[src/verilog/dataPathPkg.sv]
// Datapath sizes, memory latency, bus source codes and sequencer step encoding
`default_nettype none

package dataPathPkg;

   localparam int DataWidth = 32;
   localparam int RegCount = 16;
   localparam int RegIndexWidth = $clog2(RegCount);
   localparam int MemDepth = 512;
   localparam int AddrWidth = 9;
   // Cycles from a sampled Read or Write to memFinished
   localparam int MemLatency = 2;

   typedef enum logic [2:0] {
      BusRf  = 3'd0,
      BusPc  = 3'd1,
      BusMdr = 3'd2,
      BusRz  = 3'd3,
      BusImm = 3'd4
   } BusSource;

   // T7 is the completion step that carries instructionDone
   typedef enum logic [3:0] {
      Idle = 4'd0,
      T0   = 4'd1,
      T1   = 4'd2,
      T2   = 4'd3,
      T3   = 4'd4,
      T4   = 4'd5,
      T5   = 4'd6,
      T6   = 4'd7,
      T7   = 4'd8,
      Halt = 4'd9
   } Step;

endpackage

`default_nettype wire

[src/verilog/isaPkg.sv]
// Instruction field positions, opcode encoding and ALU operation codes
`default_nettype none

package isaPkg;

   // Field positions inside a 32-bit instruction word
   localparam int OpcodeMsb = 31;
   localparam int OpcodeLsb = 27;
   localparam int RaMsb = 26;
   localparam int RaLsb = 23;
   localparam int RbMsb = 22;
   localparam int RbLsb = 19;
   localparam int RcMsb = 18;
   localparam int RcLsb = 15;
   localparam int ImmWidth = 19;

   typedef enum logic [4:0] {
      OpAdd  = 5'd0,
      OpSub  = 5'd1,
      OpAnd  = 5'd2,
      OpOr   = 5'd3,
      OpMul  = 5'd4,
      OpAddi = 5'd5,
      OpAndi = 5'd6,
      OpOri  = 5'd7,
      OpLd   = 5'd8,
      OpSt   = 5'd9,
      OpHalt = 5'd10
   } OpCode;

   // Operation select seen by the ALU
   typedef enum logic [2:0] {
      AluAdd = 3'd0,
      AluSub = 3'd1,
      AluAnd = 3'd2,
      AluOr  = 3'd3,
      AluMul = 3'd4
   } AluOp;

endpackage

`default_nettype wire

[src/verilog/aluUnit.sv]
// Single-cycle add, sub, and, or with a shift-add multiplier and the RZ register
`timescale 1ns/1ps
`default_nettype none

module aluUnit (
   input  wire logic                              Clock,
   input  wire logic                              reset,
   input  var  isaPkg::AluOp                      aluOp,
   input  wire logic [dataPathPkg::DataWidth-1:0] ryData,
   input  wire logic [dataPathPkg::DataWidth-1:0] busData,
   input  wire logic                              start,
   input  wire logic                              RZin,
   output logic      [dataPathPkg::DataWidth-1:0] rzData,
   output logic                                   finished
);

   localparam int CountWidth = $clog2(dataPathPkg::DataWidth + 1);

   logic [dataPathPkg::DataWidth-1:0] quickResult;
   logic [dataPathPkg::DataWidth-1:0] product;
   logic [dataPathPkg::DataWidth-1:0] multiplicand;
   logic [dataPathPkg::DataWidth-1:0] multiplier;
   logic [dataPathPkg::DataWidth-1:0] partial;
   logic [CountWidth-1:0] stepCount;
   logic isMul;

   assign isMul = (aluOp == isaPkg::AluMul);
   assign partial = product + (multiplier[0] ? multiplicand : '0);

   always_comb begin
      case (aluOp)
         isaPkg::AluSub: quickResult = ryData - busData;
         isaPkg::AluAnd: quickResult = ryData & busData;
         isaPkg::AluOr: quickResult = ryData | busData;
         default: quickResult = ryData + busData;
      endcase
   end

   // One multiplier bit per cycle, finished after the last one
   always_ff @(posedge Clock) begin
      if (reset) begin
         stepCount <= '0;
         finished <= 1'b0;
      end else begin
         finished <= (start && !isMul) || (stepCount == CountWidth'(1));
         if (start && isMul) stepCount <= CountWidth'(dataPathPkg::DataWidth);
         else if (stepCount != '0) stepCount <= stepCount - 1'b1;
      end
   end

   always_ff @(posedge Clock) begin
      if (start) begin
         product <= '0;
         multiplicand <= ryData;
         multiplier <= busData;
      end else if (stepCount != '0) begin
         product <= partial;
         multiplicand <= multiplicand << 1;
         multiplier <= multiplier >> 1;
      end
   end

   always_ff @(posedge Clock) begin
      if (RZin && start && !isMul) rzData <= quickResult;
      else if (RZin && stepCount == CountWidth'(1)) rzData <= partial;
   end

   // The sequencer never restarts the ALU during a multiply
   startWhileIdle: assert property (@(posedge Clock) disable iff (reset)
      start |-> (stepCount == '0));

endmodule

`default_nettype wire

[config.mk]
export PLATFORM = sky130hd
export DESIGN_NAME = aluUnit
export DESIGN_NICKNAME = d
export VERILOG_FILES = /design/src/verilog/dataPathPkg.sv /design/src/verilog/isaPkg.sv /design/src/verilog/aluUnit.sv
export SDC_FILE = /design/constraint.sdc
export NUM_CORES = 1
export LEC_CHECK = 0
export ABC_AREA = 1
export BUFFER_PORTS_ARGS = -buffer_cell sky130_fd_sc_hd__buf_2
export CORE_MARGIN = 2
export CORE_UTILIZATION = 60
export CTS_CLUSTER_DIAMETER = 30
export DETAILED_ROUTE_END_ITERATION = 10
export HOLD_SLACK_MARGIN = 0.08
export PLACE_DENSITY = 0.8
export SYNTH_ARGS = -nofsm -noshare
export SYNTH_HDL_FRONTEND = slang
export SYNTH_SLANG_ARGS = --single-unit
export TNS_END_PERCENT = 100
[constraint.sdc]
create_clock -name Clock -period 7.4 [get_ports Clock]
set_input_delay 0.74 -clock Clock [delete_from_list [all_inputs] [get_ports Clock]]
set_output_delay 0.74 -clock Clock [all_outputs]
set_load 0.005 [all_outputs]
Word level (Yosys, flattened, before mapping). Cells that the tools add are included.

Add/subtract/negate cells: 4. Equal/unequal tests: 5. Mux-type cells: 10. Bitwise operators: 2. Reduce and logical (&&, ||, !) cells: 12.

Operators with widths (number): $mux 32 (7); $pmux 32 s3 (1); $add 32x32->32 (2); $and 32x32->32 (1); $or 32x32->32 (1); $sub 32x32->32 (1); $mux 6 (2); $eq 3x2->1 const B (2); $eq 6x1->1 const B (1); $reduce_bool 2->1 (3); $reduce_bool 6->1 (1); $sub 6x1->6 const B (1); $logic_and 1x1->1 (5); $eq 3x1->1 const B (1); $eq 3x3->1 const B (1); $reduce_or 2->1 (1); $logic_not 1->1 (1); $logic_or 1x1->1 (1).

Register bits: 135. Bits of input ports: 71. Output and inout bits: 33. Word-level logic and storage cells: 40.

Logic depth before layout (Yosys ltp).
Depth in word-level cells: 4. Gate-level depth with buffers: 24. Gate-level depth less buffers: 24.

Worst setup path before layout. Ideal clock, no wire load.

Path type: input to register. Start point: input port busData[0] (netlist name). End point: register rzData[17] (netlist name), data pin. Library setup time: 0.249 ns. Data arrival time: 3.017 ns. Data required time: 7.151 ns. Path slack: 4.134 ns. Stages on the path: 22. Path buffers: 0. Path through: inv_1 ha_1 nand3_1 nor3_2 inv_1 nor3_2 nand2_1 o21ai_1 xor2_1 inv_1 ha_1 nand2_1 nor2_1 inv_1 nor2_1 nand4_1 nand3_1 nand2_1 nand3_1 nand3_1 nand2_1 inv_1.

Longest elaborated chain between the ends: 3. Elaborated cells on any way between the ends: 4. Classes of those cells: 2 x add/sub; 2 x mux.

RTL lines: start, declared (RTL line aluUnit.sv:10) `input wire logic [dataPathPkg::DataWidth-1:0] busData,`; $add 32x32->32 or $sub 32x32->32 (tied branches) (RTL line aluUnit.sv:35, aluUnit.sv:32); $pmux 32 s3 (*) (RTL line aluUnit.sv:31) `case (aluOp)`; $mux 32 (*) (RTL line aluUnit.sv:64) `if (RZin && start && !isMul) rzData <= quickResult;`; end signal, assigned (RTL line aluUnit.sv:64); end signal, assigned (RTL line aluUnit.sv:65) `else if (RZin && stepCount == CountWidth'(1)) rzData <= partial;`; end, declared (RTL line aluUnit.sv:13) `output logic [dataPathPkg::DataWidth-1:0] rzData,`.

Mark *: on every way between the ends. The rest lies on a longest branch, timed or not. A chain may end at the register's enable or synchronous reset.

Final worst setup path.
Start point: input port aluOp[0]. End point: register rzData[27] (netlist name), data pin.

Longest elaborated chain between the ends: 4. Elaborated cells on any way between the ends: 8. Classes of those cells: 4 x eq/ne; 2 x mux; 2 x reduce/logical.

RTL lines: start, declared (RTL line aluUnit.sv:8) `input var isaPkg::AluOp aluOp,`; branches (longest 3 deep; another with $pmux 32 s3); $mux 32 (*) (RTL line aluUnit.sv:64).

Every way passes the cells marked *.

==> results.yml <==
outcome:
  run_status: "completed"
clock_tree:
  clock_sink_count: 135
  cts_inserted_buffers: 17
  cts-htree-levels: 4
  insertion_delay_ns: 0.44
  clk_transition_reported_paths_ns: 0.07
  max-clock-path-buffers: 2
  clk_root_buffer_cell: "sky130_fd_sc_hd__clkbuf_16"
  clock_tree_from_tritoncts: "yes"
  postCtsSetupRepairBufs: 0
  postCtsHoldBufs: 0
  post_cts_resize_count: 0
worst_setup_path:
  worstPathRequired_ns: 7.60
  end_kind: "flip-flop"
  critPathMaxFanout: 24
  crit_type: "primary input to flip-flop"
  critPathLaunchType: "primary input"
  cp_data_arrival_time_ns: 3.95
  worst_path_max_delay_cell: "sky130_fd_sc_hd__ha_1"
  critPathMaxStageDelay_ns: 0.40
  cp_common_cell: "sky130_fd_sc_hd__nand2_1"
  path_cells: "buf_2 -> nand3_1 -> buf_4 -> inv_1 -> or2_2 -> xor2_1 -> ha_1 -> nand2_1 -> nand2_1 -> inv_1 -> nand2_2 -> nand2_1 -> nand2_2 -> nand2_1 -> nand2_1 -> nand2_1 -> nand2_1 -> nand2_1 -> nand3_1 -> nand2_1 -> nand2_1 -> inv_1"
floorplan:
  ioPinCount: 104
  dieHeight_um: 143.6
  placeableCoreArea_um2: 19270
  floorplan.die.width_um: 143.6
  core.rowCount: 51
  floorplan.die_area_um2: 20620
  start_util: 0.6067
drt:
  vias: 12067
  postRouteAntennaNets: 0
  avgRoutedWirePerCell_um: 16.58
  drc: 0
  drtIter0Drc: 1215
  drt_pass1_iterations: 5
  via_per_inst: 5.523
  route.final.wire_length_um: 36220
timing:
  setup_total_negative_slack_ns: 0
  maxClockFrequency_mhz: 267.2
  slew_violations: 0
  crit_share_post_route: 0.5057
  final-setup-viol-count: 0
  fin_worst_skew_ns: 0.01309
  rsz0062_at_grt: "no"
  worst_slew_pin_slew_ns: 1.076
  final.min_clock_period_ns: 3.742
  report.final.hold_viol_count: 0
  timing.max_slew.rel_slack: 0.2811
logic_synthesis:
  synth_flop_cell: "sky130_fd_sc_hd__edfxtp_1"
  syn-mean-instance-area_um2: 6.428
  synth.cells.most_frequent: "648 x sky130_fd_sc_hd__nand2_1, 314 x sky130_fd_sc_hd__inv_1, 144 x sky130_fd_sc_hd__nor2_1, 102 x sky130_fd_sc_hd__o21ai_0, 96 x sky130_fd_sc_hd__edfxtp_1"
  synth.ff_latch_count: 135
  synth.top_cells.by_area: "sky130_fd_sc_hd__edfxtp_1 25%, sky130_fd_sc_hd__nand2_1 21%, sky130_fd_sc_hd__inv_1 10%"
  synthDistinctLibCells: 45
  yosys_warnings: 0
  postSynthCellCount: 1819
  syn_area_um2: 11690
  netlist.top_cell.by_area: "sky130_fd_sc_hd__edfxtp_1"
  synth-edff-count: 96
  postSynthNetCount: 1959
  async_reset_ff_frac: 0
  synth_sequential_area_ratio: 0.3133
  yosys.area.top_type_share: 0.2465
  yosys.cell_count.top_type: "sky130_fd_sc_hd__nand2_1"
place:
  gp_congestion: 1.048
  io_buffers: 103
  dp_hpwl_um: 28300
pwr:
  share_clk_of_total_power: 0.225
  cellLeakagePower_nw: 7.063
  power.share.combinational: 0.422
  powerDensity_nw_per_um2: 287.2
  total_power_mw: 3.721
  worst_ir_drop_vdd_mv: 0.1665
  p_int_mw: 2.137
  seq_power_share: 0.353
  total_switching_power_mw: 1.584
  p_sw_frac: 0.4256
cells_and_area:
  diodes: 0
  multi_input_area_um2: 6649
  num-fill-cells: 1823
  syn2layout_area_growth_pct: 10.82
  drive_above_1_share: 0.09427
  finish.net_count: 2047
  layout.area.seq_um2: 3664
global_routing:
  grt_first_pass_wirelength_um: 56550
  grt_antenna_before_repair: 0
  pin_count_of_the_biggest_net_entering_global_routing: 66
  grt.overflow.total: 0
  globalRouteTotalUtil: 0.3558
  grt_pass1_vias: 11002
hold_path:
  hp_class: "flip-flop to flip-flop"
job:
  max-cap-violations: 0
## cell type report
| cell class | count | share of cell area |
|---|---|---|
| multi-input combinational | 1325 | 0.5131 |
| sequential | 135 | 0.2827 |
| inverter | 319 | 0.09241 |
| timing repair buffer | 109 | 0.04326 |
| clock buffer | 17 | 0.03283 |
| tap | 265 | 0.02559 |
| clock inverter | 15 | 0.01004 |
## power by group through the flow
stage | combinational [mW] | clock, mW | sequential [mW]
final | 1.57 | 0.837 | 1.31
after CTS | 1.54 | 0.838 | 1.31
after global routing | 1.75 | 0.864 | 1.34
after global placement | 1.51 | 0 | 1.32
after floorplan | 1.10 | 0 | 1.28
after detailed placement | 1.53 | 0 | 1.33
## metal layers
layer / track usage / up-vias / routed length [um]
met4: 0.1213 / 0 / 1055
met2: 0.5569 / 536 / 15930
met1: 0.5044 / 5491 / 16210
met3: 0.05265 / 86 / 3030
li1: - / 5954 / -
met5: 0 / - / 0
## layout by cell type (no fill, tap or decap), drive strengths merged, types with 15 or more instances in the layout
cell type  count
clkbuf        17
a31oi         15
o21ai        108
nand2        658
edfxtp        96
nor2         153
dfxtp         39
xor2          34
a21oi         85
nor3          19
ha            67
nand3         92
buf          109
inv          329
## logic make-up after synthesis
kind of cell | after synthesis | synth area share
flops | 135 | 0.3133
xor+xnor | 48 | 0.03596
simple gates | 953 | 0.3342
compound gates | 255 | 0.1227
fa+ha+maj | 69 | 0.07512
buf+inv | 359 | 0.1187
## sequential cells by signal, indices dropped and copies added (netlist names)
register	cells
multiplicand	32
stepCount	6
rzData	32
finished	1
multiplier	32
product	32
## critical path: cells and delay by family
family | cells | cell delay [ns]
AND/OR/NAND/NOR | 15 | 1.73
adder cells (fa/ha/maj) | 1 | 0.40
buffers and inverters | 5 | 0.91
XOR/XNOR | 1 | 0.15
## stage by stage
stage	area, um^2	utilization	setup WS (ns)	instances	hold slack (ns)
5_1_grt	12960	0.6724	3.444	2185	0.4740
3_5_place_dp	12400	0.6436	3.342	2153	0.4542
4_1_cts	12960	0.6724	3.796	2185	0.4656
2_1_floorplan	11690	-	4.134	1819	0.4324
6_report	12960	0.6724	3.658	2185	0.4676
3_3_place_gp	12400	0.6436	3.368	2153	0.4439
## final timing paths
kind	startpoint	slack, ns	cells past startpoint	end
worst max-delay path	aluOp[0]	3.66	22	rzData[27]
worst max register to register	multiplier[0]	4.08	15	rzData[28]
worst min register to register	product[30]	0.47	2	product[30]
worst min-delay path	product[30]	0.47	2	product[30]
Note: power is estimated with default switching activity, not from simulation.
