`src/verilog/dataPathPkg.sv`:
```
// Datapath sizes, memory latency, bus source codes and sequencer step encoding
`default_nettype none

package dataPathPkg;

   localparam int DataWidth = 32;
   localparam int RegCount = 16;
   localparam int RegIndexWidth = $clog2(RegCount);
   localparam int MemDepth = 512;
   localparam int AddrWidth = 9;
   // Cycles from a sampled Read or Write to memFinished
   localparam int MemLatency = 2;

   typedef enum logic [2:0] {
      BusRf  = 3'd0,
      BusPc  = 3'd1,
      BusMdr = 3'd2,
      BusRz  = 3'd3,
      BusImm = 3'd4
   } BusSource;

   // T7 is the completion step that carries instructionDone
   typedef enum logic [3:0] {
      Idle = 4'd0,
      T0   = 4'd1,
      T1   = 4'd2,
      T2   = 4'd3,
      T3   = 4'd4,
      T4   = 4'd5,
      T5   = 4'd6,
      T6   = 4'd7,
      T7   = 4'd8,
      Halt = 4'd9
   } Step;

endpackage

`default_nettype wire

```
`src/verilog/isaPkg.sv`:
```
// Instruction field positions, opcode encoding and ALU operation codes
`default_nettype none

package isaPkg;

   // Field positions inside a 32-bit instruction word
   localparam int OpcodeMsb = 31;
   localparam int OpcodeLsb = 27;
   localparam int RaMsb = 26;
   localparam int RaLsb = 23;
   localparam int RbMsb = 22;
   localparam int RbLsb = 19;
   localparam int RcMsb = 18;
   localparam int RcLsb = 15;
   localparam int ImmWidth = 19;

   typedef enum logic [4:0] {
      OpAdd  = 5'd0,
      OpSub  = 5'd1,
      OpAnd  = 5'd2,
      OpOr   = 5'd3,
      OpMul  = 5'd4,
      OpAddi = 5'd5,
      OpAndi = 5'd6,
      OpOri  = 5'd7,
      OpLd   = 5'd8,
      OpSt   = 5'd9,
      OpHalt = 5'd10
   } OpCode;

   // Operation select seen by the ALU
   typedef enum logic [2:0] {
      AluAdd = 3'd0,
      AluSub = 3'd1,
      AluAnd = 3'd2,
      AluOr  = 3'd3,
      AluMul = 3'd4
   } AluOp;

endpackage

`default_nettype wire

```
`src/verilog/controlSequencer.sv`:
```
// Fetch, decode and execute step machine that drives all datapath strobes
`timescale 1ns/1ps
`default_nettype none

module controlSequencer (
   input  wire logic                              Clock,
   input  wire logic                              reset,
   input  wire logic                              run,
   input  wire logic [dataPathPkg::DataWidth-1:0] ir,
   input  wire logic                              finished,
   input  wire logic                              memFinished,
   output logic                                   RFout, PCout, MDRout, RZout, Immout,
   output logic                                   PCin, IncPC, IRin, RYin, RZin,
   output logic                                   MARin, MDRin, Rin, Rout,
   output logic                                   Gra, Grb, Grc, BAout,
   output logic                                   Read, Write, start,
   output isaPkg::AluOp                           aluOp,
   output logic                                   instructionDone,
   output logic                                   halted
);

   dataPathPkg::Step step;
   isaPkg::OpCode opcode;
   logic pending;
   logic waitStep;
   logic awaited;
   logic immOperand;
   logic isHalt;
   logic isLoad;
   logic isStore;

   assign opcode = isaPkg::OpCode'(ir[isaPkg::OpcodeMsb:isaPkg::OpcodeLsb]);
   assign isLoad = (opcode == isaPkg::OpLd);
   assign isStore = (opcode == isaPkg::OpSt);
   assign instructionDone = (step == dataPathPkg::T7);
   assign halted = (step == dataPathPkg::Halt);

   // Opcode to ALU operation and second operand source
   always_comb begin
      aluOp = isaPkg::AluAdd;
      immOperand = 1'b0;
      isHalt = 1'b0;
      case (opcode)
         isaPkg::OpAdd: aluOp = isaPkg::AluAdd;
         isaPkg::OpSub: aluOp = isaPkg::AluSub;
         isaPkg::OpAnd: aluOp = isaPkg::AluAnd;
         isaPkg::OpOr: aluOp = isaPkg::AluOr;
         isaPkg::OpMul: aluOp = isaPkg::AluMul;
         isaPkg::OpAddi, isaPkg::OpLd, isaPkg::OpSt: immOperand = 1'b1;
         isaPkg::OpAndi: begin
            aluOp = isaPkg::AluAnd;
            immOperand = 1'b1;
         end
         isaPkg::OpOri: begin
            aluOp = isaPkg::AluOr;
            immOperand = 1'b1;
         end
         // Unassigned codes stop the machine as halt does
         default: isHalt = 1'b1;
      endcase
   end

   // Steps that hold until the memory or the ALU answers
   always_comb begin
      waitStep = 1'b0;
      awaited = 1'b0;
      case (step)
         dataPathPkg::T1: begin
            waitStep = 1'b1;
            awaited = memFinished;
         end
         dataPathPkg::T4: begin
            waitStep = 1'b1;
            awaited = finished;
         end
         dataPathPkg::T5: begin
            waitStep = isLoad;
            awaited = isLoad && memFinished;
         end
         dataPathPkg::T6: begin
            waitStep = isStore;
            awaited = isStore && memFinished;
         end
         default: ;
      endcase
   end

   always_ff @(posedge Clock) begin
      if (reset) begin
         step <= dataPathPkg::Idle;
         pending <= 1'b0;
      end else begin
         // Request strobes go out only in the first cycle of a wait
         pending <= waitStep && !awaited;
         case (step)
            dataPathPkg::Idle: if (run) step <= dataPathPkg::T0;
            dataPathPkg::T0: step <= dataPathPkg::T1;
            dataPathPkg::T1: if (memFinished) step <= dataPathPkg::T2;
            dataPathPkg::T2: step <= dataPathPkg::T3;
            dataPathPkg::T3: step <= isHalt ? dataPathPkg::Halt : dataPathPkg::T4;
            dataPathPkg::T4: if (finished) step <= dataPathPkg::T5;
            dataPathPkg::T5: begin
               if (isStore || (isLoad && memFinished)) step <= dataPathPkg::T6;
               else if (!isLoad) step <= dataPathPkg::T7;
            end
            dataPathPkg::T6: if (!isStore || memFinished) step <= dataPathPkg::T7;
            dataPathPkg::T7: step <= run ? dataPathPkg::T0 : dataPathPkg::Idle;
            default: step <= dataPathPkg::Halt;
         endcase
      end
   end

   always_comb begin
      {PCout, MDRout, RZout, Immout} = '0;
      {PCin, IncPC, IRin, RYin, RZin, MARin, MDRin, Rin, Rout} = '0;
      {Gra, Grb, Grc, BAout, Read, Write, start} = '0;
      case (step)
         dataPathPkg::T0: {MARin, PCout, IncPC} = 3'b111;
         dataPathPkg::T1: Read = !pending;
         dataPathPkg::T2: {MDRout, IRin} = 2'b11;
         dataPathPkg::T3: if (!isHalt) {Rout, Grb, BAout, RYin} = 4'b1111;
         dataPathPkg::T4: begin
            if (immOperand) Immout = 1'b1;
            else {Rout, Grc} = 2'b11;
            RZin = 1'b1;
            start = !pending;
         end
         dataPathPkg::T5: begin
            if (isLoad) begin
               RZout = 1'b1;
               MARin = !pending;
               Read = !pending;
            end else if (isStore) begin
               {Rout, Gra, MDRin} = 3'b111;
            end else begin
               {RZout, Gra, Rin} = 3'b111;
            end
         end
         dataPathPkg::T6: begin
            if (isLoad) begin
               {MDRout, Gra, Rin} = 3'b111;
            end else begin
               RZout = 1'b1;
               MARin = !pending;
               Write = !pending;
            end
         end
         default: ;
      endcase
   end

   // Register read port and bus select always move together
   assign RFout = Rout;

   startReadExclusive: assert property (@(posedge Clock) disable iff (reset)
      !(start && Read));
   writeOnlyInStore: assert property (@(posedge Clock) disable iff (reset)
      Write |-> (isStore && step == dataPathPkg::T6));

endmodule

`default_nettype wire

```
`config.mk`:
```
export PLATFORM = sky130hd
export DESIGN_NAME = controlSequencer
export DESIGN_NICKNAME = d
export VERILOG_FILES = /design/src/verilog/dataPathPkg.sv /design/src/verilog/isaPkg.sv /design/src/verilog/controlSequencer.sv
export SDC_FILE = /design/constraint.sdc
export NUM_CORES = 1
export LEC_CHECK = 0
export CAP_MARGIN = 10
export CORE_AREA = 2 2 39 41
export DETAILED_ROUTE_END_ITERATION = 10
export DIE_AREA = 0 0 41 43
export DONT_BUFFER_PORTS = 1
export GPL_TIMING_DRIVEN = 0
export MAX_ROUTING_LAYER = met4
export PLACE_DENSITY = 0.75
export SLEW_MARGIN = 5
export SYNTH_ARGS = -nofsm -noshare
export SYNTH_HDL_FRONTEND = slang
export SYNTH_SLANG_ARGS = --single-unit
export TNS_END_PERCENT = 50
```
`constraint.sdc`:
```
create_clock -name Clock -period 2.2 [get_ports Clock]
set_clock_uncertainty 0.1 [all_clocks]
set_input_delay 0.11 -clock Clock [delete_from_list [all_inputs] [get_ports Clock]]
set_output_delay 0.11 -clock Clock [all_outputs]
set_load 0.02 [all_outputs]
```
== Word-level counts from Yosys, hierarchy flattened ==
Cells that the tools add are included.

* Bits in registers: 5
* Input port bits: 37
* Output and inout bits: 26
* Logic and storage cells: 82

* Eq/ne operators: 23
* Multiplexer cells: 41
* Reductions and logical operators: 16

{| class="wikitable"
|+ Operators with widths
! kind !! count
|-
| one-hot mux 4 bit (9 select lines) || 1
|-
| two-way mux 4 bit || 7
|-
| two-way mux 1 bit || 23
|-
| == test 5 x 3 -> 1 bit (second input constant) || 4
|-
| == test 4 x 3 -> 1 bit (second input constant) || 4
|-
| one-hot mux 3 bit (4 select lines) || 1
|-
| == test 5 x 2 -> 1 bit (second input constant) || 2
|-
| == test 5 x 4 -> 1 bit (second input constant) || 2
|-
| one-hot mux 1 bit (2 select lines) || 5
|-
| OR reduction 10 bit || 1
|-
| one-hot mux 1 bit (3 select lines) || 3
|-
| == test 4 x 2 -> 1 bit (second input constant) || 2
|-
| == test 4 bit (second input constant) || 2
|-
| inequality test 2 bit (second input constant) || 4
|-
| OR reduction 2 bit || 3
|-
| == test 5 x 1 -> 1 bit (second input constant) || 1
|-
| logical NOT 5 bit || 1
|-
| AND reduction 5 bit || 1
|-
| OR reduction 5 bit || 1
|-
| == test 4 x 1 -> 1 bit (second input constant) || 1
|-
| logical NOT 4 bit || 1
|-
| one-hot mux 1 bit (4 select lines) || 1
|-
| logical AND 1 bit || 3
|-
| logical NOT 1 bit || 3
|-
| other kinds (2) || 3
|}

== Depth between registers and ports, before layout ==
* Word-level depth: 5
* Mapped depth: 6
* Gate-level depth less buffers: 5

== Worst setup path after synthesis ==
Ideal clock, no wire load.

* Kind: reg-to-output
* Start point: register step[0]
* End point: output Rout
* Arrival: 2.048 ns
* Data required time: 1.990 ns
* Slack: -0.058 ns
* Stages on the path, launching flop included: 6
* Path buffers: 3
* Path through: dfxtp_1 > clkbuf_8 > clkbuf_1 > nor4_1 > or3b_2 > buf_4

* Cells in the longest elaborated chain, start to end: 2
* Elaborated cells between the ends (all ways): 4
* Classes of those cells: eq/ne: 3; mux: 1

{| class="wikitable"
|+ Ends and longest elaborated chain
! element !! RTL line !! RTL
|-
| from (decl) || controlSequencer.sv:22 || <nowiki>dataPathPkg::Step step;</nowiki>
|-
| from (signal assigned) || controlSequencer.sv:90 || <nowiki>step <= dataPathPkg::Idle;</nowiki>
|-
| from (signal assigned) || controlSequencer.sv:96 || <nowiki>dataPathPkg::Idle: if (run) step <= dataPathPkg::T0;</nowiki>
|-
| from (signal assigned) || controlSequencer.sv:97 || <nowiki>dataPathPkg::T0: step <= dataPathPkg::T1;</nowiki>
|-
| == test 4 x 3 -> 1 bit || controlSequencer.sv:117 || <nowiki>case (step)</nowiki>
|-
| one-hot mux 1 bit (3 select lines) * || controlSequencer.sv:117 ||
|-
| to (decl) || controlSequencer.sv:14 || <nowiki>output logic MARin, MDRin, Rin, Rout,</nowiki>
|}

Every way passes the cells marked *; elsewhere a longest branch is shown, timed or not.

== Worst setup path in the final report ==
* Start point: register step[1]
* End point: output Rout

Same word-level chain as after synthesis.

==> out/qor.yml <==
max_freq_ghz: 0.4770
place_ws_ns: -0.1679
cp-end-kind: "primary output"
drc: 0
postLayoutCoreUtil: 0.5868
tightest_slew_ns: 0.8629
finalCritPeriodShare: 0.9528
syn_avg_cell_area_um2: 7.415
hold_end: "step[1]"
worstPathMaxFanout: 10
grt_usage: 0.2191
start_util: 0.5090
synthesis.nets: 132
placed_area_um2: 732.0
grt-ovfl-total: 0
ir_worst_vdd_mv: 0.5165
dr.pass1.iters: 4
areaGrowthSynthToFinish_pct: 15.28
final.setup.worst_slack_ns: 0.1037
worstSetupStartpoint: "step[1]"
synth_xor_area_frac: 0.02487
synth_edf_count: 0
drt_iter0_markers: 22
synth_area_um2: 704.4
min_period_ns: 2.096
post_cts_buffers: 0
avgRoutedWirePerCell_um: 14.87
dpl.hpwl_um: 1303
diodes: 0
finalSetupTns_ns: 0
report.final.slew_viol_count: 0
rows: 14
ff2ff_setup_slack_ns: 0.40
cts_tree: "built"
worstSetupPathType: "register to primary output"
hold_start: "reset"
die_x_um: 41
r2r_cells: 4
wl_um: 1740
final_cell_mix: "nor2_1, nor3_1, buf_4"
ys_warn_count: 0
final_hold_viol_count: 0
synth.area.mux_share: 0.02842
power_mw: 0.8120
r2r-start: "step[1]"
ant_nets: 0
final_common_cell: "nor2_1"
fill_cells: 130
power.leakage_nw: 0.3269
powerDensity_nw_per_um2: 1000
num_io_pins: 63
layout.nets: 139
cts_buffers: 3
dieArea_um2: 1763
vias: 732
synth_seq_cells: 5
core_um2: 1384
multi_input_comb_area_um2: 530.5
slew-limit-headroom: 0.4194
synth_simple_gate_area_share: 0.4032
finalSetupViolCount: 0
place_congestion: 0.9791
crit_chain: "buf_4, and3_1, and3_1, or3b_4, buf_4"
synth_top_family_by_area: "simple AND/OR/NAND/NOR gates"
insertion_delay_ns: 0.24
cp_slowest_cell: "or3b_4"
port_buffers: 0
synth_fa_ha_area_frac: 0
yosys_most_used_dff: "dfxtp_1"
cts.root.buffer_cell: "clkbuf_4"
cts_buffer_depth: 2
register_area_um2: 101.3
stdcell_area_um2: 812.0
die-height_um: 43
numClockSinks: 5
cts.htree.levels: 1
synth_compound_area_frac: 0.2362
antenna_found_initial: 0
syn_inst: 95
synth_cell_types: 40
grt_first_pass_wirelength_um: 2704
path_delay_family: "simple AND/OR/NAND/NOR gates"
crit_buf_inv: 2
cts.clk_slew.worst_paths_ns: 0.04
rsz0062_at_grt: "no"
worstPathArrival_ns: 1.89
crit_required_ns: 1.99
drive_gt1_frac: 0.2673
via_per_inst: 6.256
grt_pass1_vias: 622
grt_max_degree: 11
holdPathStages: 2
synth-async-reset-ratio: 0
reg2reg_to: "step[2]"
critPathLaunchType: "register"
max-cap-violations: 0
cpPeakStageDelay_ns: 0.44
ys_seq_area_frac: 0.1421
min_path_type: "input port to register"
status: "completed"
[registers in the layout, summed over array words and instances, names as in the netlist]
| signal | flops |
|---|---|
| step | 4 |
| pending | 1 |
[synth_stat cells, types with 2 or more instances]
cell type,count,area [µm²]
nand2_1,3,11.26
or2b_2,2,17.52
nor4_1,3,18.77
dfxtp_1,5,100.1
and3_1,3,18.77
nor2b_1,2,12.51
o21ai_0,5,25.02
nor4b_1,2,17.52
inv_1,4,15.01
o21a_1,2,15.01
a211oi_1,2,15.01
a22o_1,3,26.28
nor2_1,10,37.54
nand2b_1,3,18.77
clkbuf_8,3,41.29
nand3_1,2,10.01
nor3_1,9,45.04
mux2i_1,2,20.02
and2_1,3,18.77
buf_4,7,52.55
[layer usage]
layer  up-vias  global-route usage  wire length, µm
li1        358                   -                -
met1       340              0.3055              780
met2        34              0.3156              821
met3         0             0.06283              138
met4         0             0.03333                0
met5         -                   -                0
[cell families (layout without fill, tap and decap cells)]
| group | Yosys count | count (layout) |
|---|---|---|
| multiplexers | 2 | 2 |
| other | 1 | 1 |
| AO/OA/AOI/OAI | 22 | 22 |
| AND/OR/NAND/NOR | 48 | 48 |
| buffers and inverters | 15 | 21 |
| XOR/XNOR | 2 | 2 |
| flip-flops | 5 | 5 |
[metrics by stage]
| stage | instances | hold slack (ns) |
|---|---|---|
| 2_1_floorplan | 95 | 0.08416 |
| 3_3_place_gp | 111 | 0.09140 |
| 3_5_place_dp | 111 | 0.09028 |
| 4_1_cts | 116 | 0.002543 |
| 5_1_grt | 117 | 0.03528 |
| 6_report | 117 | 0.03832 |
[worst max-delay path by stage]
| stage | end | cells after the start |
|---|---|---|
| detailed placement | MARin | 5 |
| finish | Rout | 5 |
| global route | MARin | 5 |
| CTS | Read | 2 |
| global placement | MARin | 5 |
| floorplan | MARin | 5 |
[power by group]
group,total (mW),internal (mW),switching [mW]
combinational,0.554,0.225,0.329
clock,0.107,0.0686,0.0382
sequential,0.151,0.119,0.0319
total,0.812,0.413,0.399
[repair_timing]
action                     CTS  global route
setup endpoints to repair    4             2
pin swaps                    0             0
resized for setup            6             2
hold buffers                 1             1
hold endpoints to repair     3             1
[final cells by class]
type / count / share of cell area
repair buffers: 2 / 0.02465
clock buffers: 4 / 0.03236
flip-flops and latches: 5 / 0.1248
plain buffers: 11 / 0.1217
well taps: 16 / 0.02465
multi-input cells: 75 / 0.6533
inverters: 4 / 0.01849
Power figures use the tool's default switching activity.
