`config.mk`:
```
export PLATFORM = sky130hd
export DESIGN_NAME = busHub
export DESIGN_NICKNAME = d
export VERILOG_FILES = /design/src/verilog/dataPathPkg.sv /design/src/verilog/isaPkg.sv /design/src/verilog/busHub.sv
export SDC_FILE = /design/constraint.sdc
export NUM_CORES = 1
export LEC_CHECK = 0
export ABC_AREA = 1
export BUFFER_PORTS_ARGS = -buffer_cell sky130_fd_sc_hd__buf_2
export CAP_MARGIN = 20
export CORE_AREA = 2 2 112 114
export DETAILED_ROUTE_END_ITERATION = 10
export DIE_AREA = 0 0 114 116
export GPL_ROUTABILITY_DRIVEN = 0
export PLACE_DENSITY = 0.8
export SETUP_SLACK_MARGIN = 0.1
export SLEW_MARGIN = 20
export SYNTH_ARGS = -nofsm -noshare
export SYNTH_HDL_FRONTEND = slang
export SYNTH_SLANG_ARGS = --single-unit
```
`constraint.sdc`:
```
create_clock -name Clock -period 1.8 [get_ports Clock]
set_input_delay 0.36 -clock Clock [delete_from_list [all_inputs] [get_ports Clock]]
set_output_delay 0.36 -clock Clock [all_outputs]
set_load 0.1 [all_outputs]
```
`src/verilog/dataPathPkg.sv`:
```
// Datapath sizes, memory latency, bus source codes and sequencer step encoding
`default_nettype none

package dataPathPkg;

   localparam int DataWidth = 32;
   localparam int RegCount = 16;
   localparam int RegIndexWidth = $clog2(RegCount);
   localparam int MemDepth = 512;
   localparam int AddrWidth = 9;
   // Cycles from a sampled Read or Write to memFinished
   localparam int MemLatency = 2;

   typedef enum logic [2:0] {
      BusRf  = 3'd0,
      BusPc  = 3'd1,
      BusMdr = 3'd2,
      BusRz  = 3'd3,
      BusImm = 3'd4
   } BusSource;

   // T7 is the completion step that carries instructionDone
   typedef enum logic [3:0] {
      Idle = 4'd0,
      T0   = 4'd1,
      T1   = 4'd2,
      T2   = 4'd3,
      T3   = 4'd4,
      T4   = 4'd5,
      T5   = 4'd6,
      T6   = 4'd7,
      T7   = 4'd8,
      Halt = 4'd9
   } Step;

endpackage

`default_nettype wire

```
`src/verilog/isaPkg.sv`:
```
// Instruction field positions, opcode encoding and ALU operation codes
`default_nettype none

package isaPkg;

   // Field positions inside a 32-bit instruction word
   localparam int OpcodeMsb = 31;
   localparam int OpcodeLsb = 27;
   localparam int RaMsb = 26;
   localparam int RaLsb = 23;
   localparam int RbMsb = 22;
   localparam int RbLsb = 19;
   localparam int RcMsb = 18;
   localparam int RcLsb = 15;
   localparam int ImmWidth = 19;

   typedef enum logic [4:0] {
      OpAdd  = 5'd0,
      OpSub  = 5'd1,
      OpAnd  = 5'd2,
      OpOr   = 5'd3,
      OpMul  = 5'd4,
      OpAddi = 5'd5,
      OpAndi = 5'd6,
      OpOri  = 5'd7,
      OpLd   = 5'd8,
      OpSt   = 5'd9,
      OpHalt = 5'd10
   } OpCode;

   // Operation select seen by the ALU
   typedef enum logic [2:0] {
      AluAdd = 3'd0,
      AluSub = 3'd1,
      AluAnd = 3'd2,
      AluOr  = 3'd3,
      AluMul = 3'd4
   } AluOp;

endpackage

`default_nettype wire

```
`src/verilog/busHub.sv`:
```
// PC, IR and RY registers, immediate extension, register index decode and bus mux
`timescale 1ns/1ps
`default_nettype none

module busHub (
   input  wire logic                                  Clock,
   input  wire logic                                  reset,
   input  wire logic                                  PCin, IncPC, IRin, RYin,
   input  wire logic                                  Gra, Grb, Grc,
   input  wire logic                                  RFout, PCout, MDRout, RZout, Immout,
   input  wire logic [dataPathPkg::DataWidth-1:0]     regData,
   input  wire logic [dataPathPkg::DataWidth-1:0]     mdrData,
   input  wire logic [dataPathPkg::DataWidth-1:0]     rzData,
   output logic      [dataPathPkg::DataWidth-1:0]     busData,
   output logic      [dataPathPkg::RegIndexWidth-1:0] regIndex,
   output logic      [dataPathPkg::DataWidth-1:0]     ir,
   output logic      [dataPathPkg::DataWidth-1:0]     ryData,
   output logic      [dataPathPkg::DataWidth-1:0]     pc
);

   localparam int ExtendBits = dataPathPkg::DataWidth - isaPkg::ImmWidth;

   dataPathPkg::BusSource source;
   logic [dataPathPkg::DataWidth-1:0] immData;

   assign immData = {{ExtendBits{ir[isaPkg::ImmWidth-1]}}, ir[isaPkg::ImmWidth-1:0]};

   always_comb begin
      regIndex = '0;
      if (Gra) regIndex = ir[isaPkg::RaMsb:isaPkg::RaLsb];
      else if (Grb) regIndex = ir[isaPkg::RbMsb:isaPkg::RbLsb];
      else if (Grc) regIndex = ir[isaPkg::RcMsb:isaPkg::RcLsb];
   end

   // With no select active the register path wins and carries zero
   always_comb begin
      source = dataPathPkg::BusRf;
      if (PCout) source = dataPathPkg::BusPc;
      else if (MDRout) source = dataPathPkg::BusMdr;
      else if (RZout) source = dataPathPkg::BusRz;
      else if (Immout) source = dataPathPkg::BusImm;
   end

   always_comb begin
      case (source)
         dataPathPkg::BusPc: busData = pc;
         dataPathPkg::BusMdr: busData = mdrData;
         dataPathPkg::BusRz: busData = rzData;
         dataPathPkg::BusImm: busData = immData;
         default: busData = RFout ? regData : '0;
      endcase
   end

   always_ff @(posedge Clock) begin
      if (reset) pc <= '0;
      else if (PCin) pc <= busData;
      else if (IncPC) pc <= pc + 1'b1;
   end

   always_ff @(posedge Clock) begin
      if (IRin) ir <= busData;
      if (RYin) ryData <= busData;
   end

   busSelectOneHot: assert property (@(posedge Clock) disable iff (reset)
      $onehot0({RFout, PCout, MDRout, RZout, Immout}));

endmodule

`default_nettype wire

```
---- Yosys cells after proc, flatten, opt, wreduce, memory -nomap -nowiden ----
Index checks and enable logic that the tools add are counted.
operators by class
  multiplexer cells ....................... 11
  eq/ne operators ......................... 4
  reductions and logical operators ........ 1
  $add $sub $neg .......................... 1
operator list
  cell                                            count
  one-hot mux 32 bit (4 select lines)             1
  2-to-1 mux 32 bit                               3
  adder 32 x 1 -> 32 bit (second input constant)  1
  2-to-1 mux 3 bit                                4
  2-to-1 mux 4 bit                                3
  == test 3 x 2 -> 1 bit (second input constant)  2
  == test 3 x 1 -> 1 bit (second input constant)  1
  == test 3 bit (second input constant)           1
  nonzero test 2 bit                              1
storage, ports and cells
  logic and storage cells ................. 20
  register bits ........................... 96
  input port bits ......................... 110

---- Depth between registers and ports, before layout ----
Gate-level depths: netlist of run 1.
  depth after elaboration ................. 7
  gate-level depth with buffers ........... 10

---- Worst setup path after synthesis of run 1 ----
No wires, ideal clock.
  path kind ............................... flip-flop to output port
  start point ............................. register ir[18] in the netlist's numbering
  end point ............................... output port regIndex[3] in the netlist's numbering
  arrival time ............................ 2.642 ns
  stages on the path, launching flop included .. 3
  slack ................................... -1.202 ns
  data required time ...................... 1.440 ns
  path through ............................ edfxtp_1 -> nand3b_1 -> a21oi_1
between the ends
  word-level cells in the longest chain between the ends .. 3
RTL lines
  element                 line          text
  start, declared         busHub.sv:16  output logic [dataPathPkg::DataWidth-1:0] ir,
  start signal, assigned  busHub.sv:61  if (IRin) ir <= busData;
  2-to-1 mux 4 bit        busHub.sv:32  else if (Grc) regIndex = ir[isaPkg::RcMsb:isaPkg::RcLsb];
  2-to-1 mux 4 bit        busHub.sv:31  else if (Grb) regIndex = ir[isaPkg::RbMsb:isaPkg::RbLsb];
  2-to-1 mux 4 bit        busHub.sv:30  if (Gra) regIndex = ir[isaPkg::RaMsb:isaPkg::RaLsb];
  end, declared           busHub.sv:15  output logic [dataPathPkg::RegIndexWidth-1:0] regIndex,
Every way passes these cells.

---- Worst setup path after layout of run 1 ----
  start point ............................. input port RZout
  end point ............................... output port busData[19] in the netlist's numbering
between the ends
  word-level cells in the longest chain between the ends .. 5
  elaborated cells between the ends (all ways) .. 8
  those cells by class .................... eq/ne (4); mux (4)
RTL lines
  element                                line          text
  start, declared                        busHub.sv:10  input wire logic RFout, PCout, MDRout, RZout, Immout,
  2-to-1 mux 3 bit *                     busHub.sv:40  else if (RZout) source = dataPathPkg::BusRz;
  2-to-1 mux 3 bit *                     busHub.sv:39  else if (MDRout) source = dataPathPkg::BusMdr;
  2-to-1 mux 3 bit *                     busHub.sv:38  if (PCout) source = dataPathPkg::BusPc;
  == test 3 bit (tied with other cells)  busHub.sv:45  case (source)
  one-hot mux 32 bit (4 select lines) *  busHub.sv:45
  end, declared                          busHub.sv:14  output logic [dataPathPkg::DataWidth-1:0] busData,
Every way passes the cells marked *; elsewhere a longest branch is shown, timed or not.

==> results.ini, run 1 <==
[floorplanning]
io_pins = 242
rows = 40
die_height_um = 116
core_sq_mm = 0.0119
initial_core_util_pct = 48.5
die-area_sq_mm = 0.0132
die_w_um = 114

[sta]
finClkSkew_ns = 0.00980
setup_ws_ns = -0.0874
min_period_ns = 1.89
max_slew_margin_pct = 66.2
worst_pin_slew_ns = 0.511
fin_hold_ws_ns = 0.378
clock.fmax_ghz = 0.530
slew_viol_final = 0
hold_violations = 0
post-route-period-util_pct = 105
rsz0062_at_grt = yes
fin_setup_tns_ns = -1.78
setup_viol = 32

[yosys]
synth.avg_cell_area_sq_um = 7.69
synth_most_common_cell = nand2_1
synth_top_area_share_pct = 33.3
synth_compound_area_share_pct = 8.48
synth_area_leaders = edfxtp_1, nand2_1, dfxtp_1, nor2_1, inv_1
synthDistinctLibCells = 35
synth_top_cell_by_area = edfxtp_1
synthXorXnorAreaFrac_pct = 0
ys_ff_latch = 96
synth-edff-count = 64
synthCells = 751
synthArstFlopShare_pct = 0
synth_top_family_by_area = simple AND/OR/NAND/NOR gates
yosysSeqAreaShare_pct = 44.4
synth_adder_area_share_pct = 0.217
synthFlopType = edfxtp_1
synthSimpleGateAreaFrac_pct = 38.1
ys_top_cells_by_count = nand2_1, nor2_1, inv_1
yosysWarnings = 0
synth_mux_area_share_pct = 0
syn_nets = 862
synth_area_sq_mm = 0.00577

[global_routing]
track_usage_pct = 32.2
grt_overflow = 0
grt_max_degree = 33
grt_pass1_wl_mm = 33.3
antenna_found_initial = 0
grt_pass1_vias = 6461

[clock_tree]
cts_max_level = 3
cts_max_path_buffers = 2
hold_buffers = 0
cts_tree = yes
cts_buffers = 9
cts_root_buf = clkbuf_16
clkSinkCount = 96
clock_latency_ns = 0.34
path_clk_slew_ns = 0.07

[placed_design]
place_ws_ns = -0.189
dp_hpwl_mm = 15.0
io_buffers = 241

[final_layout]
drive_gt1_share_pct = 42.3
syn2layout_area_growth_pct = 57.7
fin_util_pct = 76.4
antenna_cells = 0
nNetsFinal = 1178
nFillCells = 822

[critical_path]
critical_path.slowest_cell = buf_4
path_class = input port to output port
cp-end-kind = output port
reg2reg_slack_ns = 0.12
crit_path_start_kind = input port
crit_fanout = 12
crit_arrival_ns = 1.53
critPathBufInv = 3
worst_r2r_endpoint = pc[23]
crit_chain = buf_2, nor2_4, buf_4, nand3_1, nand4_1, buf_12
cpLargestDelayFamily = buffers and inverters
worstRegToRegCells = 8
crit_required_ns = 1.44
slowest_delay_ns = 0.25
crit-reg2reg-launch = ir[18]

[route]
drc = 0
drtIter0Drc = 691
ant_nets = 0
vias = 6785
via_per_inst = 5.57
wl_mm = 21.8
dr.pass1.iters = 5
routedWlPerCell_um = 17.9

[worst_hold_path]
worstHoldEndpoint = pc[1]
min_from = PCin
hold_depth = 3
worstHoldPathType = input port to flop

[job]
drv_cap = 0

[pwr]
p_total_mw = 8.20
swShare_pct = 43.6
p_clk_share_pct = 23.7
switching_power_mw = 3.58
ir_drop_mv = 0.516
power_density_mw_per_mm2 = 901
cellLeakagePower_nw = 4.25
p_int_mw = 4.62
power_frac_comb_pct = 43.1
seq_power_share_pct = 33.2

[run_status]
status = complete, but fails checks
failed_checks = setup timing

==> worst register-to-register path, stage by stage, from the launching register on <==
cell	delay (ns)
edfxtp_1	0.43
nand3_4	0.15
buf_12	0.14
nand4_1	0.16
buf_4	0.19
buf_4	0.13
buf_4	0.14
a21oi_1	0.15
a21oi_1	0.09
==> routing by layer <==
layer  global-route usage [%]  wire (um)
met1                     40.3       8480
met2                     56.0      10800
met3                     3.97       1660
met4                     15.1        889
met5                        0          0
==> layout make-up <==
| cell class | count | area [sq um] | share of cell area, % |
|---|---|---|---|
| sequential | 96 | 2590 | 28.5 |
| inverter | 85 | 329 | 3.62 |
| clock buffer | 11 | 243 | 2.67 |
| tap | 147 | 184 | 2.02 |
| timing repair buffer | 335 | 2710 | 29.8 |
| multi-input combinational | 540 | 2980 | 32.8 |
| clock inverter | 5 | 57.6 | 0.632 |
==> power groups by stage <==
| stage | sequential [mW] | combinational (mW) | clock [mW] |
|---|---|---|---|
| 2_1_floorplan | 3.98 | 1.10 | 0 |
| 3_3_place_gp | 2.76 | 3.31 | 0 |
| 3_5_place_dp | 2.76 | 3.33 | 0 |
| 4_1_cts | 2.71 | 3.46 | 1.94 |
| 5_1_grt | 2.74 | 3.66 | 2.04 |
| 6_report | 2.72 | 3.53 | 1.94 |
==> sequential cells by signal, indices dropped and copies added (netlist names) <==
register  count
ir           32
ryData       32
pc           32
==> worst max path at each step <==
stage	slack, ns	to	from	cells after the start
floorplan	-1.0	ir[19]	ir[18]	3
global placement	-0.11	busData[10]	PCout	7
detailed placement	-0.19	busData[8]	PCout	8
CTS	-0.07	busData[8]	PCout	9
global route	-0.16	busData[6]	PCout	9
finish	-0.09	busData[19]	RZout	6
==> cells in the final DEF, fill, tap and decap left out, types with 10 or more instances in the layout <==
master | netlist | layout
dfxtp_2 | 0 | 20
dfxtp_1 | 32 | 10
nand2_1 | 208 | 204
buf_12 | 0 | 49
nand3_1 | 41 | 37
o21ai_0 | 15 | 12
nor2_4 | 7 | 10
edfxtp_1 | 64 | 64
nand4_1 | 38 | 38
a22oi_1 | 20 | 17
inv_1 | 81 | 77
buf_4 | 3 | 73
clkbuf_16 | 0 | 10
nor2_1 | 118 | 108
a21oi_1 | 35 | 26
nor2_2 | 3 | 10
buf_2 | 14 | 203
==> per-stage QoR <==
step | instances | cell area (sq um)
after global placement | 1164 | 8190
after global routing | 1219 | 9100
after CTS | 1204 | 8890
after detailed placement | 1164 | 8190
final | 1219 | 9100
after floorplan | 751 | 5930
==> timing repair <==
item                                   in CTS  in global routing
endpoints found under the hold margin       0                  0
setup buffers                              22                 15
setup endpoints to repair                  32                 40
cloned                                      2                  1
pin swaps                                  15                  9
gates resized for setup                    34                 13
==> cell families after synthesis <==
group           after synthesis
compound gates               83
simple gates                456
flops                        96
buf+inv                     115
fa+ha+maj                     1
No activity file was read; power rests on OpenSTA's default activity.
==> run 2, diff against run 1 <==
--- a/config.mk
+++ b/config.mk
@@ -12,7 +12,7 @@
 export DETAILED_ROUTE_END_ITERATION = 10
 export DIE_AREA = 0 0 114 116
 export GPL_ROUTABILITY_DRIVEN = 0
-export PLACE_DENSITY = 0.8
+export PLACE_DENSITY = 0.79
 export SETUP_SLACK_MARGIN = 0.1
 export SLEW_MARGIN = 20
 export SYNTH_ARGS = -nofsm -noshare
==> constraint.sdc (replaced) <==
create_clock -name Clock -period 1.8 [get_ports Clock]
set_input_delay 0.09 -clock Clock [delete_from_list [all_inputs] [get_ports Clock]]
set_output_delay 0.09 -clock Clock [all_outputs]
set_load 0.1 [all_outputs]
==> run 2 against run 1 <==
Net effect: the run now ends clean; sequential power about the same; clock power about the same; clock-buffer cell count stayed put; critical path type is now flop to output port; routed wire length shrank 12%; hold slack worse by 0.27 ns; maximum frequency is 9.8% higher; worst setup slack gained 0.17 ns; via count down 7.9%; final area is 9.5% lower; non-clock buffer count down 64.
==> results.ini, run 2 (same netlist as run 1, synthesis figures left out) <==
[sta]
finClkSkew_ns = 0.00784
setup_viol = 0
min_period_ns = 1.72
worst_pin_slew_ns = 0.524
post-route-period-util_pct = 95.5
fin_setup_tns_ns = 0
slew_viol_final = 0
hold_violations = 0
rsz0062_at_grt = yes
clock.fmax_ghz = 0.582
max_slew_margin_pct = 65.3

[final_layout]
nFillCells = 975
nNetsFinal = 1114
final_cell_mix = buf_2, nand2_1, nor2_1, inv_1, edfxtp_1
fin_util_pct = 69.2
fin_cells = 1156
final_common_cell = buf_2
final_area_sq_mm = 0.00824
drive_gt1_share_pct = 37.0
syn2layout_area_growth_pct = 42.8
top_regs = ir x32, pc x32, ryData x32

[clock_tree]
cts_root_buf = clkbuf_16
cts_max_path_buffers = 2
cts_buffers = 9
cts_max_level = 3
clock_latency_ns = 0.35
path_clk_slew_ns = 0.07
clkSinkCount = 96
cts_tree = yes
hold_buffers = 0

[route]
routedWlPerCell_um = 16.6
ant_nets = 0
wl_mm = 19.1
drc = 0
via_per_inst = 5.40
dr.pass1.iters = 5
drtIter0Drc = 554
vias = 6248

[worst_hold_path]
worstHoldPathType = input port to flop
min_from = regData[9]

[critical_path]
crit_fanout = 14
path_class = flop to output port
reg2reg_slack_ns = 0.21
endpoint = busData[18]
cp-end-kind = output port
crit_required_ns = 1.71
crit_arrival_ns = 1.63
worst_r2r_endpoint = pc[20]
worstRegToRegCells = 8
crit_path_start_kind = flop
crit_start = ir[18]
crit-reg2reg-launch = pc[0]

[floorplanning]
initial_core_util_pct = 48.5
die_height_um = 116
rows = 40
core_sq_mm = 0.0119
die-area_sq_mm = 0.0132
io_pins = 242
die_w_um = 114

[global_routing]
grt_max_degree = 37
grt_overflow = 0
grt_pass1_vias = 5811
track_usage_pct = 29.3
antenna_found_initial = 1
grt_pass1_wl_mm = 30.0

[pwr]
power_frac_comb_pct = 40.9
ir_drop_mv = 0.600
cellLeakagePower_nw = 3.80
p_total_mw = 7.89
p_int_mw = 4.40
power_density_mw_per_mm2 = 957
p_clk_share_pct = 24.6
seq_power_share_pct = 34.4
switching_power_mw = 3.49
swShare_pct = 44.2

[job]
drv_cap = 0

[placed_design]
dp_cells = 1127
dp_hpwl_mm = 14.4
io_buffers = 241
placed_area_sq_mm = 0.00780

[run_status]
status = finished, final reports clean

==> run 2: how the worst min path moves through the flow <==
stage	end	cells after the start
final	ir[9]	3
after global routing	ir[9]	3
after CTS	ir[9]	3
after detailed placement	ir[9]	3
after global placement	ir[9]	3
after floorplan	ir[0]	0
==> run 2: through the flow <==
| stage | setup WS (ns) | hold slack [ns] |
|---|---|---|
| after CTS | 0.0727 | 0.101 |
| after floorplan | -0.998 | 0.202 |
| final | 0.0809 | 0.106 |
| after detailed placement | 0.0981 | 0.468 |
| after global routing | 0.0524 | 0.105 |
| after global placement | 0.195 | 0.464 |
==> run 2: cell type report <==
cell class	instances	area (sq um)	share of cell area, %
clock inverters	5	56.3	0.683
well taps	147	184	2.23
clock buffers	11	243	2.95
multi-input cells	540	2870	34.8
inverters	85	320	3.89
repair buffers	271	1970	24.0
flip-flops and latches	96	2590	31.5
diodes	1	2.50	0.0304
==> run 2: power by group through the flow <==
stage	Combinational, mW	Sequential [mW]	Clock (mW)
3_5_place_dp	3.17	2.76	0
2_1_floorplan	1.10	3.98	0
5_1_grt	3.34	2.73	2.08
4_1_cts	3.20	2.71	1.97
6_report	3.23	2.72	1.94
3_3_place_gp	3.16	2.76	0
==> run 2: repair_timing <==
item                                    4_1_cts  5_1_grt
pin swaps                                     4        7
gates resized for setup                       0        5
endpoints found under the setup margin        7       25
setup buffers                                 4        8
==> run 2: metal layers <==
metal	GRT usage (%)	up-vias	wire, um
met5	0	-	0
met4	11.2	0	541
met3	5.70	53	1550
met2	49.6	339	9210
met1	37.3	2858	7830
li1	-	2998	-
==> run 2: critical path: stages, from the launching register on <==
cell and delay [ns]:
edfxtp_1 0.47, nand3_4 0.24, nand4_1 0.30, buf_12 0.26
==> run 3, diff against run 2 <==
--- a/config.mk
+++ b/config.mk
@@ -8,11 +8,11 @@
 export ABC_AREA = 1
 export BUFFER_PORTS_ARGS = -buffer_cell sky130_fd_sc_hd__buf_2
 export CAP_MARGIN = 20
-export CORE_AREA = 2 2 112 114
+export CORE_AREA = 2 2 118 120
 export DETAILED_ROUTE_END_ITERATION = 10
-export DIE_AREA = 0 0 114 116
+export DIE_AREA = 0 0 120 122
 export GPL_ROUTABILITY_DRIVEN = 0
-export PLACE_DENSITY = 0.79
+export PLACE_DENSITY = 0.75
 export SETUP_SLACK_MARGIN = 0.1
 export SLEW_MARGIN = 20
 export SYNTH_ARGS = -nofsm -noshare
==> constraint.sdc (replaced) <==
create_clock -name Clock -period 1.4 [get_ports Clock]
set_input_delay 0.07 -clock Clock [delete_from_list [all_inputs] [get_ports Clock]]
set_output_delay 0.07 -clock Clock [all_outputs]
set_load 0.1 [all_outputs]
==> run 3 against run 2 <==
Net effect: the run now ends with setup timing left; first-iteration DRC count is 78% higher; power grew 41%; clock skew up 0.0041 ns; hold slack got worse by 0.0028 ns; clock power up 34%; final area grew 28%.
==> results.ini, run 3 (same netlist as run 1, synthesis figures left out) <==
[sta]
slew_viol_final = 0
clock.fmax_ghz = 0.600
post-route-period-util_pct = 119
fin_hold_ws_ns = 0.104
hold_violations = 0
max_slew_margin_pct = 52.5
worst_pin_slew_ns = 0.711
finClkSkew_ns = 0.0119
setup_viol = 69
min_period_ns = 1.67
rsz0062_at_grt = yes
setup_ws_ns = -0.266

[final_layout]
final_cell_mix = buf_2, nand2_1, buf_4, nor2_1, inv_1
final_common_cell = buf_2
top_regs = ir x32, pc x32, ryData x32
nFillCells = 814
antenna_cells = 0
syn2layout_area_growth_pct = 82.6
final_area_sq_mm = 0.0105
nNetsFinal = 1245
drive_gt1_share_pct = 55.5

[clock_tree]
clock_latency_ns = 0.36
cts_tree = yes
cts_buffers = 9
cts_max_path_buffers = 2
cts_root_buf = clkbuf_16
cts_max_level = 3
clkSinkCount = 96
path_clk_slew_ns = 0.07
hold_buffers = 0

[critical_path]
path_class = flop to output port
crit_arrival_ns = 1.60
crit_path_start_kind = flop
crit_fanout = 5
cp-end-kind = output port
crit_required_ns = 1.33

[global_routing]
grt_max_degree = 36
antenna_found_initial = 0
track_usage_pct = 30.8
grt_pass1_vias = 6638
grt_pass1_wl_mm = 35.0
grt_overflow = 0

[pwr]
p_clk_share_pct = 23.2
power_density_mw_per_mm2 = 1060
cellLeakagePower_nw = 4.87
swShare_pct = 44.5
switching_power_mw = 4.96
p_total_mw = 11.1
power_frac_comb_pct = 45.7
ir_drop_mv = 0.746
p_int_mw = 6.19
seq_power_share_pct = 31.1

[placed_design]
placed_area_sq_mm = 0.00838
place_ws_ns = -0.363
io_buffers = 241
dp_hpwl_mm = 15.5

[floorplanning]
die_w_um = 120
die_height_um = 122
rows = 43
die-area_sq_mm = 0.0146
io_pins = 242
initial_core_util_pct = 42.7
core_sq_mm = 0.0135

[worst_hold_path]
worstHoldPathType = input port to flop

[route]
wl_mm = 26.5
via_per_inst = 5.71
dr.pass1.iters = 5
drc = 0
vias = 7534
drtIter0Drc = 987
routedWlPerCell_um = 20.1
ant_nets = 0

[run_status]
failed_checks = setup timing
status = complete, but fails checks

[job]
drv_cap = 0

## run 3: timing repair
item	in CTS	in global routing
resized for setup	178	146
buffers inserted	58	39
cloned	1	5
pin swaps	69	93
endpoints found under the setup margin	102	104
## run 3: final timing paths
path / startpoint / endpoint / slack [ns] / cells past startpoint
max: ir[18] / busData[19] / -0.27 / 4
min: regData[21] / ir[21] / 0.10 / 3
max reg2reg: pc[10] / pc[24] / -0.15 / 10
min reg2reg: pc[31] / pc[31] / 0.60 / 4
## run 3: metal layers
metal / GRT usage [%] / part of all wire [%] / up-vias
met4: 9.41 / 5.1 / 0
met3: 4.92 / 9.5 / 141
met5: 0 / 0 / -
met2: 53.5 / 49 / 587
li1: - / - / 3275
met1: 39.3 / 37 / 3531
## run 3: cell type report
class | instances | area [sq um] | share of cell area, %
flip-flops and latches | 96 | 2650 | 25.1
inverters | 85 | 334 | 3.17
multi-input cells | 542 | 3570 | 33.8
repair buffers | 400 | 3460 | 32.9
well taps | 180 | 225 | 2.14
clock inverters | 7 | 77.6 | 0.736
clock buffers | 9 | 225 | 2.14
## run 3: worst max-delay path, stage by stage (launching register included)
cell and delay [ns]:
edfxtp_1 0.52, nand3_4 0.21, nand4_1 0.16, buf_4 0.19, buf_12 0.16
## run 3: power by group through the flow
stage,Clock (mW),Combinational (mW),Sequential [mW]
6_report,2.59,5.10,3.46
5_1_grt,2.70,5.24,3.48
4_1_cts,2.58,4.78,3.46
3_5_place_dp,0,4.36,3.51
3_3_place_gp,0,4.34,3.51
2_1_floorplan,0,1.41,5.11
## run 3: per-stage QoR
stage	setup TNS [ns]	utilization, %	cells
6_report	-7.11	78.0	1319
5_1_grt	-9.79	78.0	1319
4_1_cts	-3.84	72.2	1287
3_5_place_dp	-22.92	62.0	1218
3_3_place_gp	-21.15	62.0	1218
2_1_floorplan	-111.30	-	751
